### config.mk
export PLATFORM = sky130hd
export DESIGN_NAME = ex_stage
export DESIGN_NICKNAME = d
export VERILOG_FILES = /design/src/rv_pkg.sv /design/src/alu.sv /design/src/branch_unit.sv /design/src/ex_control.sv /design/src/ex_mem_pipeline.sv /design/src/ex_stage.sv /design/src/id_ex_pipeline.sv
export VERILOG_INCLUDE_DIRS = /design/src /design/src/include
export SDC_FILE = /design/constraint.sdc
export NUM_CORES = 1
export LEC_CHECK = 0
export ABC_CLOCK_PERIOD_IN_PS = 13100
export BUFFER_PORTS_ARGS = -buffer_cell sky130_fd_sc_hd__buf_2
export CORE_MARGIN = 1.5
export CORE_UTILIZATION = 45
export DETAILED_ROUTE_END_ITERATION = 7
export PLACE_DENSITY_LB_ADDON = 0.12
export SLEW_MARGIN = 20
export SYNTH_ARGS = -nofsm -noshare
export SYNTH_HDL_FRONTEND = slang
export SYNTH_SLANG_ARGS = --single-unit
export TNS_END_PERCENT = 100
### constraint.sdc
create_clock -name clk -period 13.1 [get_ports clk]
set_clock_uncertainty 0.15 [all_clocks]
set_input_delay 0.655 -clock clk [delete_from_list [all_inputs] [get_ports clk]]
set_output_delay 0.655 -clock clk [all_outputs]
set_load 0.01 [all_outputs]
### src/include/rv_macros.svh
`ifndef RV_MACROS_SVH
`define RV_MACROS_SVH

`define XLEN         32
`define REG_IDX_W    5
`define OPCODE_W     7
`define FUNC3_W      3
`define FUNC7_W      7
`define LOAD_TYPE_W  3
`define STORE_TYPE_W 2

// base opcodes of the rv32i instruction groups.
`define OP_LUI    7'b0110111
`define OP_AUIPC  7'b0010111
`define OP_JAL    7'b1101111
`define OP_JALR   7'b1100111
`define OP_BRANCH 7'b1100011
`define OP_LOAD   7'b0000011
`define OP_STORE  7'b0100011
`define OP_IMM    7'b0010011
`define OP_REG    7'b0110011

`define LOAD_NONE 3'b111

// bubble is an addi x0 with no side effects.
`define ID_EX_BUBBLE  '{opcode: `OP_IMM, mem_load_type: `LOAD_NONE, default: '0}
`define EX_MEM_BUBBLE '{mem_load_type: `LOAD_NONE, default: '0}

`endif

### src/rv_pkg.sv
`default_nettype none

package rv_pkg;

    `include "rv_macros.svh"

    typedef logic [`XLEN-1:0]         word_t;
    typedef logic [`REG_IDX_W-1:0]    reg_idx_t;
    typedef logic [`OPCODE_W-1:0]     opcode_t;
    typedef logic [`FUNC3_W-1:0]      func3_t;
    typedef logic [`FUNC7_W-1:0]      func7_t;
    typedef logic [`LOAD_TYPE_W-1:0]  load_type_t;
    typedef logic [`STORE_TYPE_W-1:0] store_type_t;

    typedef enum logic [3:0] {
        ALU_ADD,
        ALU_SUB,
        ALU_SLL,
        ALU_SLT,
        ALU_SLTU,
        ALU_XOR,
        ALU_SRL,
        ALU_SRA,
        ALU_OR,
        ALU_AND,
        ALU_PASS_B
    } alu_op_e;

    typedef enum logic [1:0] {
        FWD_NONE,
        FWD_EX_MEM,
        FWD_WB
    } fwd_sel_e;

    // decoded instruction as handed over by the decode stage.
    typedef struct packed {
        word_t       pc;
        word_t       op1;
        word_t       op2;
        word_t       immediate;
        opcode_t     opcode;
        logic        alu_src;
        func7_t      func7;
        func3_t      func3;
        logic        mem_write;
        load_type_t  mem_load_type;
        store_type_t mem_store_type;
        logic        wb_load;
        logic        wb_reg_file;
        reg_idx_t    rs1;
        reg_idx_t    rs2;
        reg_idx_t    wb_rd;
    } id_ex_t;

    typedef struct packed {
        word_t       alu_result;
        word_t       store_data;
        logic        mem_write;
        load_type_t  mem_load_type;
        store_type_t mem_store_type;
        logic        wb_load;
        logic        wb_reg_file;
        reg_idx_t    wb_rd;
        logic        branch_taken;
        word_t       branch_target;
    } ex_mem_t;

    typedef struct packed {
        logic     reg_write;
        reg_idx_t rd;
        word_t    data;
    } wb_t;

endpackage

`default_nettype wire

### src/alu.sv
`timescale 1ns/1ps
`default_nettype none

`include "rv_macros.svh"

module alu
    import rv_pkg::*;
(
    input  id_ex_t   ex_q,
    input  ex_mem_t  ex_mem,
    input  wb_t      wb,
    input  fwd_sel_e fwd_a,
    input  fwd_sel_e fwd_b,
    input  alu_op_e  alu_op,
    output word_t    op_a_fwd,
    output word_t    op_b_fwd,
    output word_t    result
);

    word_t      a_in;
    word_t      b_in;
    logic [4:0] shamt;
    logic       lt_signed;
    logic       lt_unsigned;

    always_comb begin
        unique case (fwd_a)
            FWD_EX_MEM: op_a_fwd = ex_mem.alu_result;
            FWD_WB:     op_a_fwd = wb.data;
            default:    op_a_fwd = ex_q.op1;
        endcase
    end

    always_comb begin
        unique case (fwd_b)
            FWD_EX_MEM: op_b_fwd = ex_mem.alu_result;
            FWD_WB:     op_b_fwd = wb.data;
            default:    op_b_fwd = ex_q.op2;
        endcase
    end

    // auipc and jal add to the pc of the instruction itself.
    assign a_in = (ex_q.opcode == `OP_AUIPC || ex_q.opcode == `OP_JAL) ? ex_q.pc : op_a_fwd;
    assign b_in = ex_q.alu_src ? ex_q.immediate : op_b_fwd;

    assign shamt       = b_in[4:0];
    assign lt_signed   = $signed(a_in) < $signed(b_in);
    assign lt_unsigned = a_in < b_in;

    always_comb begin
        unique case (alu_op)
            ALU_ADD:    result = a_in + b_in;
            ALU_SUB:    result = a_in - b_in;
            ALU_SLL:    result = a_in << shamt;
            ALU_SLT:    result = {{(`XLEN-1){1'b0}}, lt_signed};
            ALU_SLTU:   result = {{(`XLEN-1){1'b0}}, lt_unsigned};
            ALU_XOR:    result = a_in ^ b_in;
            ALU_SRL:    result = a_in >> shamt;
            ALU_SRA:    result = word_t'($signed(a_in) >>> shamt);
            ALU_OR:     result = a_in | b_in;
            ALU_AND:    result = a_in & b_in;
            default:    result = b_in;
        endcase
    end

endmodule

`default_nettype wire

### src/branch_unit.sv
`timescale 1ns/1ps
`default_nettype none

`include "rv_macros.svh"

module branch_unit
    import rv_pkg::*;
(
    input  id_ex_t ex_q,
    input  word_t  op_a_fwd,
    input  word_t  op_b_fwd,
    output logic   taken,
    output word_t  target,
    output word_t  link_value
);

    logic equal;
    logic lt_signed;
    logic lt_unsigned;
    logic cond;

    assign equal       = (op_a_fwd == op_b_fwd);
    assign lt_signed   = $signed(op_a_fwd) < $signed(op_b_fwd);
    assign lt_unsigned = op_a_fwd < op_b_fwd;

    always_comb begin
        unique case (ex_q.func3)
            3'b000:  cond = equal;
            3'b001:  cond = !equal;
            3'b100:  cond = lt_signed;
            3'b101:  cond = !lt_signed;
            3'b110:  cond = lt_unsigned;
            3'b111:  cond = !lt_unsigned;
            default: cond = 1'b0;
        endcase
    end

    always_comb begin
        if (ex_q.opcode == `OP_JAL || ex_q.opcode == `OP_JALR) begin
            taken = 1'b1;
        end else if (ex_q.opcode == `OP_BRANCH) begin
            taken = cond;
        end else begin
            taken = 1'b0;
        end
    end

    // jalr drops bit 0 of the computed address.
    assign target = (ex_q.opcode == `OP_JALR) ?
                    ((op_a_fwd + ex_q.immediate) & ~word_t'(1)) :
                    (ex_q.pc + ex_q.immediate);

    assign link_value = ex_q.pc + word_t'(4);

endmodule

`default_nettype wire

### src/ex_control.sv
`timescale 1ns/1ps
`default_nettype none

`include "rv_macros.svh"

module ex_control
    import rv_pkg::*;
(
    input  id_ex_t   ex_q,
    input  ex_mem_t  ex_mem,
    input  wb_t      wb,
    input  logic     taken,
    output fwd_sel_e fwd_a,
    output fwd_sel_e fwd_b,
    output alu_op_e  alu_op,
    output logic     flush
);

    // ex/mem wins over wb; loads in ex/mem have no data yet.
    function automatic fwd_sel_e pick_source(reg_idx_t rs, ex_mem_t em, wb_t w);
        fwd_sel_e sel;
        sel = FWD_NONE;
        if (em.wb_reg_file && !em.wb_load && em.wb_rd != '0 && em.wb_rd == rs) begin
            sel = FWD_EX_MEM;
        end else if (w.reg_write && w.rd != '0 && w.rd == rs) begin
            sel = FWD_WB;
        end
        return sel;
    endfunction

    logic is_reg;

    assign is_reg = (ex_q.opcode == `OP_REG);

    always_comb begin
        // auipc, loads, stores and jumps all add.
        alu_op = ALU_ADD;
        if (is_reg || ex_q.opcode == `OP_IMM) begin
            unique case (ex_q.func3)
                3'b000:  alu_op = (is_reg && ex_q.func7[5]) ? ALU_SUB : ALU_ADD;
                3'b001:  alu_op = ALU_SLL;
                3'b010:  alu_op = ALU_SLT;
                3'b011:  alu_op = ALU_SLTU;
                3'b100:  alu_op = ALU_XOR;
                3'b101:  alu_op = ex_q.func7[5] ? ALU_SRA : ALU_SRL;
                3'b110:  alu_op = ALU_OR;
                default: alu_op = ALU_AND;
            endcase
        end else if (ex_q.opcode == `OP_LUI) begin
            alu_op = ALU_PASS_B;
        end
    end

    assign fwd_a = pick_source(ex_q.rs1, ex_mem, wb);
    assign fwd_b = pick_source(ex_q.rs2, ex_mem, wb);

    assign flush = taken;

endmodule

`default_nettype wire

### src/ex_mem_pipeline.sv
`timescale 1ns/1ps
`default_nettype none

`include "rv_macros.svh"

module ex_mem_pipeline
    import rv_pkg::*;
(
    input  logic    clk,
    input  logic    rst,
    input  id_ex_t  ex_q,
    input  word_t   result,
    input  word_t   store_data,
    input  word_t   link_value,
    input  word_t   target,
    input  logic    taken,
    output ex_mem_t ex_mem
);

    ex_mem_t nxt;
    logic    is_jump;

    assign is_jump = (ex_q.opcode == `OP_JAL) || (ex_q.opcode == `OP_JALR);

    always_comb begin
        nxt.alu_result     = is_jump ? link_value : result;
        nxt.store_data     = store_data;
        nxt.mem_write      = ex_q.mem_write;
        nxt.mem_load_type  = ex_q.mem_load_type;
        nxt.mem_store_type = ex_q.mem_store_type;
        nxt.wb_load        = ex_q.wb_load;
        nxt.wb_reg_file    = ex_q.wb_reg_file;
        nxt.wb_rd          = ex_q.wb_rd;
        nxt.branch_taken   = taken;
        nxt.branch_target  = target;
    end

    always_ff @(posedge clk or posedge rst) begin
        if (rst) begin
            ex_mem <= `EX_MEM_BUBBLE;
        end else begin
            ex_mem <= nxt;
        end
    end

endmodule

`default_nettype wire

### src/ex_stage.sv
`timescale 1ns/1ps
`default_nettype none

module ex_stage
    import rv_pkg::*;
(
    input  logic    clk,
    input  logic    rst,
    input  id_ex_t  id,
    input  wb_t     wb,
    output ex_mem_t ex_mem,
    output logic    flush
);

    id_ex_t   ex_q;
    fwd_sel_e fwd_a;
    fwd_sel_e fwd_b;
    alu_op_e  alu_op;
    word_t    op_a_fwd;
    word_t    op_b_fwd;
    word_t    result;
    word_t    target;
    word_t    link_value;
    logic     taken;

    id_ex_pipeline id_ex_pipeline_inst (
        .clk   (clk),
        .rst   (rst),
        .id    (id),
        .flush (flush),
        .ex_q  (ex_q)
    );

    ex_control ex_control_inst (
        .ex_q   (ex_q),
        .ex_mem (ex_mem),
        .wb     (wb),
        .taken  (taken),
        .fwd_a  (fwd_a),
        .fwd_b  (fwd_b),
        .alu_op (alu_op),
        .flush  (flush)
    );

    alu alu_inst (
        .ex_q     (ex_q),
        .ex_mem   (ex_mem),
        .wb       (wb),
        .fwd_a    (fwd_a),
        .fwd_b    (fwd_b),
        .alu_op   (alu_op),
        .op_a_fwd (op_a_fwd),
        .op_b_fwd (op_b_fwd),
        .result   (result)
    );

    branch_unit branch_unit_inst (
        .ex_q       (ex_q),
        .op_a_fwd   (op_a_fwd),
        .op_b_fwd   (op_b_fwd),
        .taken      (taken),
        .target     (target),
        .link_value (link_value)
    );

    // forwarded rs2 is the store data.
    ex_mem_pipeline ex_mem_pipeline_inst (
        .clk        (clk),
        .rst        (rst),
        .ex_q       (ex_q),
        .result     (result),
        .store_data (op_b_fwd),
        .link_value (link_value),
        .target     (target),
        .taken      (taken),
        .ex_mem     (ex_mem)
    );

endmodule

`default_nettype wire

### src/id_ex_pipeline.sv
`timescale 1ns/1ps
`default_nettype none

`include "rv_macros.svh"

module id_ex_pipeline
    import rv_pkg::*;
(
    input  logic   clk,
    input  logic   rst,
    input  id_ex_t id,
    input  logic   flush,
    output id_ex_t ex_q
);

    // a flushed slot becomes a bubble so nothing is written later on.
    always_ff @(posedge clk or posedge rst) begin
        if (rst) begin
            ex_q <= `ID_EX_BUBBLE;
        end else if (flush) begin
            ex_q <= `ID_EX_BUBBLE;
        end else begin
            ex_q <= id;
        end
    end

endmodule

`default_nettype wire

==> impl_metrics.json, run 1 <==
{
  "post_cts_buffers": 0,
  "synth_flop_cell": "sky130_fd_sc_hd__dfrtp_1",
  "global_route.usage.met2_pct": 60.8,
  "crit_path_launch_type": "flop",
  "grt.overflow.total": 0,
  "hold_viol_final": 0,
  "async_flop_share_pct": 100,
  "buffer_ports.inserted": 313,
  "drc_errors": 1,
  "cts_root_buf": "sky130_fd_sc_hd__clkbuf_16",
  "drt_iter0_markers": 2823,
  "num-nets-final": 3650,
  "yosysMostFrequentCell": "sky130_fd_sc_hd__nand2_1",
  "detailedRoute.firstPassIterationCount": 8,
  "antenna_found_initial": 4,
  "place_congestion": 1.02,
  "critical_path_class": "flop to flop",
  "multi_input_comb_area_mm2": 0.0165,
  "syn_avg_cell_area_um2": 8.24,
  "crit_path_max_incr_delay_ns": 0.79,
  "total_power_mw": 3.26,
  "ys_ff_latch": 273,
  "cts_max_path_buffers": 3,
  "cts_hold_repair.buffers": 0,
  "detailed_place_hpwl_um": 88000,
  "route.detailed.wl_per_inst_um": 28.4,
  "grt_pass1_vias": 24746,
  "grt_pass1_wl_um": 164000,
  "rsz0062_at_grt": "false",
  "floorplan.die.width_um": 237,
  "route.final.wire_length_um": 112000,
  "final_min_period_over_clock_period_pct": 62.7,
  "cts_inserted_buffers": 28,
  "postSynthCellCount": 3003,
  "grtUsageMet1_pct": 52.0,
  "power.static_leakage_nw": 12.6,
  "synth_largest_type_area_fraction_pct": 26.7,
  "n_fill_cell": 5166,
  "area.growth.synth_to_final_pct": 13.3,
  "gr-usage-all-layers_pct": 39.0,
  "die_outline_area_mm2": 0.0564,
  "worst-path-buf-inv": 4,
  "failed_checks": "design-rule violations",
  "drv_cap": 0,
  "grt.busiest_layer": "met2",
  "drive_gt1_share_pct": 16.1,
  "viasPerCell": 6.41,
  "synth.cell_area_mm2": 0.0247,
  "fin_setup_tns_ns": 0,
  "max_clock_freq_mhz": 122,
  "synth_warnings": 0,
  "pwrdens_mw_per_mm2": 116,
  "status": "complete, but fails checks",
  "timing.hold.ws_ns": 0.0551,
  "via_count": 25363,
  "postSynthNetCount": 3417,
  "synth_seq_area_share_pct": 27.7,
  "crit_chain": "or4_4 > o211ai_2 > buf_4 > or2_1 > a31oi_1 > mux2i_1 > inv_1 > ha_1 > or3_1 > or4_1 > inv_1 > o2111ai_1 > or3b_2 > a2bb2oi_1 > o2bb2ai_1 > o21ai_0 > a21boi_0 > o311ai_0 > buf_4 > a21oi_1",
  "drv_slew": 0,
  "synthDistinctLibCells": 104,
  "ctsHtreeMaxLevel": 1,
  "boundaryPins": 320,
  "min-delay-path-class": "input port to async pin",
  "yosysTopAreaCell": "sky130_fd_sc_hd__dfrtp_1",
  "antenna_violating_nets_post_route": 0,
  "cts_tree": "built",
  "postCtsResizedCells": 0,
  "crit_arrival_ns": 8.54,
  "rows": 85,
  "seqCellArea_mm2": 0.00684,
  "critical_path.top_delay_family": "simple AND/OR/NAND/NOR gates",
  "grt_max_degree": 146,
  "grtUsageMet3_pct": 7.08,
  "irDropWorstVdd_mv": 0.124,
  "floorplan.initialDensity_pct": 45.8,
  "cts_num_sinks": 273,
  "max_slew_margin_pct": 21.4,
  "cp_slowest_cell": "sky130_fd_sc_hd__mux2i_1",
  "worst_pin_slew_ns": 1.15,
  "chipHeight_um": 237,
  "synth_edf_count": 0,
  "critical_path.max_fanout": 33,
  "worstPathRequired_ns": 13.43,
  "core-area_mm2": 0.0540,
  "final_period_minus_worst_setup_slack_ns": 8.21,
  "critical_path.endpoint_type": "flop",
  "setup-violations-final": 0,
  "worst_setup_hold_path_clk_slew_ns": 0.09,
  "synth_common_cells": "sky130_fd_sc_hd__nand2_1, sky130_fd_sc_hd__dfrtp_1, sky130_fd_sc_hd__o21ai_0, sky130_fd_sc_hd__ha_1, sky130_fd_sc_hd__a21oi_1",
  "worstSkewPairLatency_ns": 0.60,
  "synth_top_cells_by_area": "sky130_fd_sc_hd__dfrtp_1, sky130_fd_sc_hd__ha_1, sky130_fd_sc_hd__mux2i_1"
}
-- worst paths after layout --
check	start	to	slack, ns	cells after the start
min	rst	ex_mem_pipeline_inst.ex_mem[35]	0.06	2
max	ex_mem_pipeline_inst.ex_mem[34]	ex_mem_pipeline_inst.ex_mem[78]	4.89	20
min in group clk	id[20]	id_ex_pipeline_inst.ex_q[20]	0.12	2
max reg2reg	ex_mem_pipeline_inst.ex_mem[34]	ex_mem_pipeline_inst.ex_mem[78]	4.89	20
max in group asynchronous	rst	ex_mem_pipeline_inst.ex_mem[107]	11.30	3
min reg2reg	id_ex_pipeline_inst.ex_q[1]	ex_mem_pipeline_inst.ex_mem[34]	0.19	0
-- layout make-up --
class                      instances  share of cell area (%)
sequential                       273                    24.4
multi-input combinational       2386                    59.0
inverter                         161                    2.22
tap                              696                    3.11
timing repair buffer             386                    7.54
clock buffer                      36                    2.79
antenna                            2                  0.0179
clock inverter                    16                   0.937
-- per-stage QoR --
| step | instances | setup slack (ns) | area (µm²) | util [%] |
|---|---|---|---|---|
| after floorplan | 3003 | 4.79 | 24700 | - |
| after global placement | 3902 | 5.17 | 27000 | 49.9 |
| after detailed placement | 3902 | 5.17 | 27000 | 49.9 |
| after CTS | 3954 | 5.05 | 28000 | 51.9 |
| after global routing | 3954 | 4.71 | 28000 | 51.9 |
| final | 3956 | 4.89 | 28000 | 51.9 |
-- state kept, by name, summed over array words and instances, names as in the netlist --
signal	flops
id_ex_pipeline_inst.ex_q	163
ex_mem_pipeline_inst.ex_mem	110
-- layer usage --
layer,wire [µm],share of wire (%)
met3,9980,8.9
met2,49400,44
met4,6490,5.8
met5,0,0
met1,46300,41
-- kinds of logic (layout without fill, tap and decap cells) --
family	count (synthesis)	count (layout)	synth area share [%]
AO/OA/AOI/OAI	872	872	22.9
flip-flops	273	273	27.7
other	0	2	0
buffers and inverters	344	599	5.76
XOR/XNOR	132	132	4.67
multiplexers	217	217	9.44
AND/OR/NAND/NOR	960	960	19.1
adder cells (fa/ha/maj)	205	205	10.5
-- placed cells by master (no fill, tap or decap), drive strengths merged, types with 17 or more instances in the layout --
cell | Yosys | layout
nand2 | 288 | 288
xnor2 | 81 | 81
xor2 | 51 | 51
nor2 | 168 | 168
inv | 160 | 158
a31oi | 61 | 61
dfrtp | 264 | 264
o211ai | 38 | 38
a211oi | 39 | 39
a21oi | 197 | 197
o21ai | 247 | 247
nor3 | 67 | 67
nand2b | 29 | 29
and2 | 171 | 171
a221oi | 30 | 30
nand4 | 31 | 31
o22ai | 28 | 28
clkbuf | 119 | 36
buf | 64 | 386
mux2i | 200 | 200
o21a | 19 | 19
a21o | 58 | 58
ha | 201 | 201
nand3 | 113 | 113
a22oi | 21 | 21
nor2b | 17 | 17
o21bai | 19 | 19
-- power breakdown --
part / internal [mW] / total [mW] / switching [mW]
registers: 0.940 / 1.06 / 0.120
clock network: 0.542 / 0.908 / 0.367
logic: 0.464 / 1.29 / 0.827
Note: power is estimated with default switching activity, not from simulation.
==> inputs of run 2 (changes only) <==
--- a/config.mk
+++ b/config.mk
@@ -6,7 +6,8 @@
 export SDC_FILE = /design/constraint.sdc
 export NUM_CORES = 1
 export LEC_CHECK = 0
-export ABC_CLOCK_PERIOD_IN_PS = 13100
+export ABC_AREA = 1
+export ABC_CLOCK_PERIOD_IN_PS = 8400
 export BUFFER_PORTS_ARGS = -buffer_cell sky130_fd_sc_hd__buf_2
 export CORE_MARGIN = 1.5
 export CORE_UTILIZATION = 45
==> constraint.sdc (replaced) <==
create_clock -name clk -period 8.4 [get_ports clk]
set_clock_uncertainty 0.15 [all_clocks]
set_input_delay 0.42 -clock clk [delete_from_list [all_inputs] [get_ports clk]]
set_output_delay 0.42 -clock clk [all_outputs]
set_load 0.01 [all_outputs]
==> impl_metrics.json, run 2 <==
{
  "worstSkewPairLatency_ns": 0.58,
  "synth_edf_count": 0,
  "synth_common_cells": "sky130_fd_sc_hd__nand2_1, sky130_fd_sc_hd__inv_1, sky130_fd_sc_hd__nand3_1, sky130_fd_sc_hd__nor2_1, sky130_fd_sc_hd__dfrtp_1",
  "critical_path.endpoint_type": "output port",
  "most-common-layout-cells": "sky130_fd_sc_hd__nand2_1, sky130_fd_sc_hd__inv_1, sky130_fd_sc_hd__nand3_1",
  "swShare_pct": 42.1,
  "pwrdens_mw_per_mm2": 161,
  "min-delay-path-class": "input port to flop",
  "max_slew_margin_pct": 20.3,
  "fin_setup_tns_ns": 0,
  "cts_inserted_buffers": 28,
  "internal_power_mw": 2.87,
  "critical_path.max_fanout": 55,
  "postSynthNetCount": 4554,
  "timing.hold.ws_ns": 0.0173,
  "setup-violations-final": 0,
  "detailedRoute.firstPassIterationCount": 6,
  "worst_setup_hold_path_clk_slew_ns": 0.07,
  "irDropWorstVdd_mv": 0.171,
  "postSynthCellCount": 4140,
  "synthDistinctLibCells": 65,
  "drc_errors": 0,
  "hold-path-endpoint": "ex_mem_pipeline_inst.ex_mem[48]",
  "mostFrequentLayoutCell": "sky130_fd_sc_hd__nand2_1",
  "crit_arrival_ns": 7.03,
  "rsz0062_at_grt": "false",
  "boundaryPins": 320,
  "drv_slew": 0,
  "max_clock_freq_mhz": 132,
  "final_period_minus_worst_setup_slack_ns": 7.60,
  "detailed_place_hpwl_um": 88700,
  "die_outline_area_mm2": 0.0600,
  "synth_largest_type_area_fraction_pct": 25.1,
  "largest-register": "id_ex_pipeline_inst.ex_q",
  "grt_pass1_vias": 27589,
  "viasPerCell": 5.57,
  "syn_avg_cell_area_um2": 6.36,
  "critical_path_class": "flop to output port",
  "power.static_leakage_nw": 16.7,
  "final_min_period_over_clock_period_pct": 90.5,
  "route.detailed.wl_per_inst_um": 21.2,
  "antenna_violating_nets_post_route": 0,
  "antenna_found_initial": 1,
  "grt_pass1_wl_um": 168000,
  "largest_register_ffs": 163,
  "seq_power_share_pct": 32.4,
  "postCtsResizedCells": 0,
  "num-nets-final": 4929,
  "core-area_mm2": 0.0578,
  "synth_warnings": 0,
  "async_flop_share_pct": 100,
  "worst_pin_slew_ns": 1.19,
  "r2r_slack_ns": 1.37,
  "crit_path_launch_type": "flop",
  "route.final.wire_length_um": 112000,
  "synth_top_cells_by_area": "sky130_fd_sc_hd__dfrtp_1, sky130_fd_sc_hd__nand2_1, sky130_fd_sc_hd__inv_1",
  "hold_viol_final": 0,
  "p_clk_share_pct": 27.0,
  "detailedPlace.worstSlack_ns": 1.76,
  "cts_num_sinks": 273,
  "drv_cap": 0,
  "antenna_cells_inserted": 0,
  "r2r_end": "id_ex_pipeline_inst.ex_q[99]",
  "floorplan.initialDensity_pct": 45.6,
  "floorplan.die.width_um": 245,
  "chipHeight_um": 245,
  "critical_path.reg2reg.startpoint": "ex_mem_pipeline_inst.ex_mem[34]",
  "place_congestion": 1.03,
  "status": "finished, final reports clean",
  "gr-usage-all-layers_pct": 36.7,
  "grt.overflow.total": 0,
  "via_count": 29541,
  "synth.cell_area_mm2": 0.0263,
  "cts_root_buf": "sky130_fd_sc_hd__clkbuf_16",
  "worstPathRequired_ns": 7.83,
  "grt_max_degree": 154,
  "drt_iter0_markers": 3518,
  "rows": 88,
  "ctsHtreeMaxLevel": 1,
  "synth_seq_area_share_pct": 26.0,
  "cts_max_path_buffers": 3,
  "yosysMostFrequentCell": "sky130_fd_sc_hd__nand2_1",
  "buffer_ports.inserted": 313,
  "fin_ws_ns": 0.801,
  "synth_flop_cell": "sky130_fd_sc_hd__dfrtp_1",
  "area.growth.synth_to_final_pct": 17.4,
  "drive_gt1_share_pct": 10.6,
  "p_sw_mw": 2.09,
  "cts_tree": "built",
  "largestRegisters": "id_ex_pipeline_inst.ex_q x163, ex_mem_pipeline_inst.ex_mem x110",
  "yosysTopAreaCell": "sky130_fd_sc_hd__dfrtp_1",
  "p_comb_share_pct": 40.6,
  "ys_ff_latch": 273,
  "worst-r2r-cell-count": 23,
  "worst_hold_startpoint": "wb[2]",
  "timing.hold.worst_path_depth": 3
}
-- run 2: cell type report --
cell class / instances / area (µm²)
clock buffers: 33 / 769
well taps: 765 / 957
inverters: 703 / 2650
repair buffers: 506 / 3450
multi-input cells: 3003 / 16000
flip-flops and latches: 273 / 6840
clock inverters: 19 / 221
fillers: 5922 / 26900
-- run 2: metrics by stage --
| step | power, mW | std cells | utilization, % | instance area, µm² |
|---|---|---|---|---|
| 2_1_floorplan | 2.82 | 4140 | - | 26300 |
| 3_3_place_gp | 3.52 | 5085 | 48.9 | 28300 |
| 3_5_place_dp | 3.52 | 5085 | 48.9 | 28300 |
| 4_1_cts | 4.92 | 5302 | 53.5 | 30900 |
| 5_1_grt | 5.24 | 5302 | 53.5 | 30900 |
| 6_report | 4.97 | 5302 | 53.5 | 30900 |
-- run 2: worst max path at each step --
stage	endpoint	start	slack [ns]	cells past startpoint
3_5_place_dp	id_ex_pipeline_inst.ex_q[93]	ex_mem_pipeline_inst.ex_mem[34]	1.76	23
2_1_floorplan	ex_mem_pipeline_inst.ex_mem[0]	rst	0.32	1
4_1_cts	flush	ex_mem_pipeline_inst.ex_mem[34]	1.05	22
5_1_grt	flush	ex_mem_pipeline_inst.ex_mem[34]	0.47	23
6_report	flush	ex_mem_pipeline_inst.ex_mem[34]	0.80	22
3_3_place_gp	flush	ex_mem_pipeline_inst.ex_mem[33]	1.88	24
-- run 2: critical path, stage by stage (launching register included) --
cell	delay, ns
sky130_fd_sc_hd__dfrtp_1	0.46
sky130_fd_sc_hd__xnor2_1	0.16
sky130_fd_sc_hd__nand2_1	0.09
sky130_fd_sc_hd__nor2_2	0.14
sky130_fd_sc_hd__nand3_4	0.15
sky130_fd_sc_hd__inv_2	0.51
sky130_fd_sc_hd__nor2_1	0.20
sky130_fd_sc_hd__a21oi_1	0.46
sky130_fd_sc_hd__inv_1	0.13
sky130_fd_sc_hd__ha_1	0.63
sky130_fd_sc_hd__nand4_1	0.23
sky130_fd_sc_hd__nor3_1	0.31
sky130_fd_sc_hd__nor4b_2	0.54
sky130_fd_sc_hd__o21ai_0	0.32
sky130_fd_sc_hd__o2111ai_1	0.47
sky130_fd_sc_hd__a21o_1	0.20
sky130_fd_sc_hd__nand2_1	0.08
sky130_fd_sc_hd__o21ai_0	0.11
sky130_fd_sc_hd__nand2_1	0.10
sky130_fd_sc_hd__nand3_1	0.13
sky130_fd_sc_hd__nand2_2	0.15
sky130_fd_sc_hd__nand2_4	0.58
sky130_fd_sc_hd__buf_2	0.26
-- run 2: cells by family (layout without fill, tap and decap cells) --
group / after synthesis / count (layout) / share of synthesized area (%)
xor gates and xnor gates: 47 / 47 / 1.56
DFF: 273 / 273 / 26.0
buffers and inverters: 864 / 1261 / 13.3
and+or+nand+nor: 2049 / 2049 / 33.6
AOI/OAI and AO/OA: 702 / 702 / 15.7
adders and majority gates: 205 / 205 / 9.85
-- run 2: what timing repair did --
action                    CTS  global route
hold buffers              165             0
setup buffers               0             0
hold endpoints to repair  281             0
-- run 2: power groups by stage --
stage / registers (mW) / clock network, mW / logic, mW
2_1_floorplan: 1.59 / 0 / 1.23
3_3_place_gp: 1.63 / 0 / 1.89
3_5_place_dp: 1.63 / 0 / 1.89
4_1_cts: 1.60 / 1.36 / 1.96
5_1_grt: 1.61 / 1.41 / 2.21
6_report: 1.61 / 1.34 / 2.02
-- run 2: routing by layer --
layer,up-vias,wire (µm),global-route usage [%]
met3,213,10800,7.25
met1,13606,46600,49.1
met5,-,8,0
met2,1542,49800,58.0
li1,14178,-,-
met4,2,5060,14.3
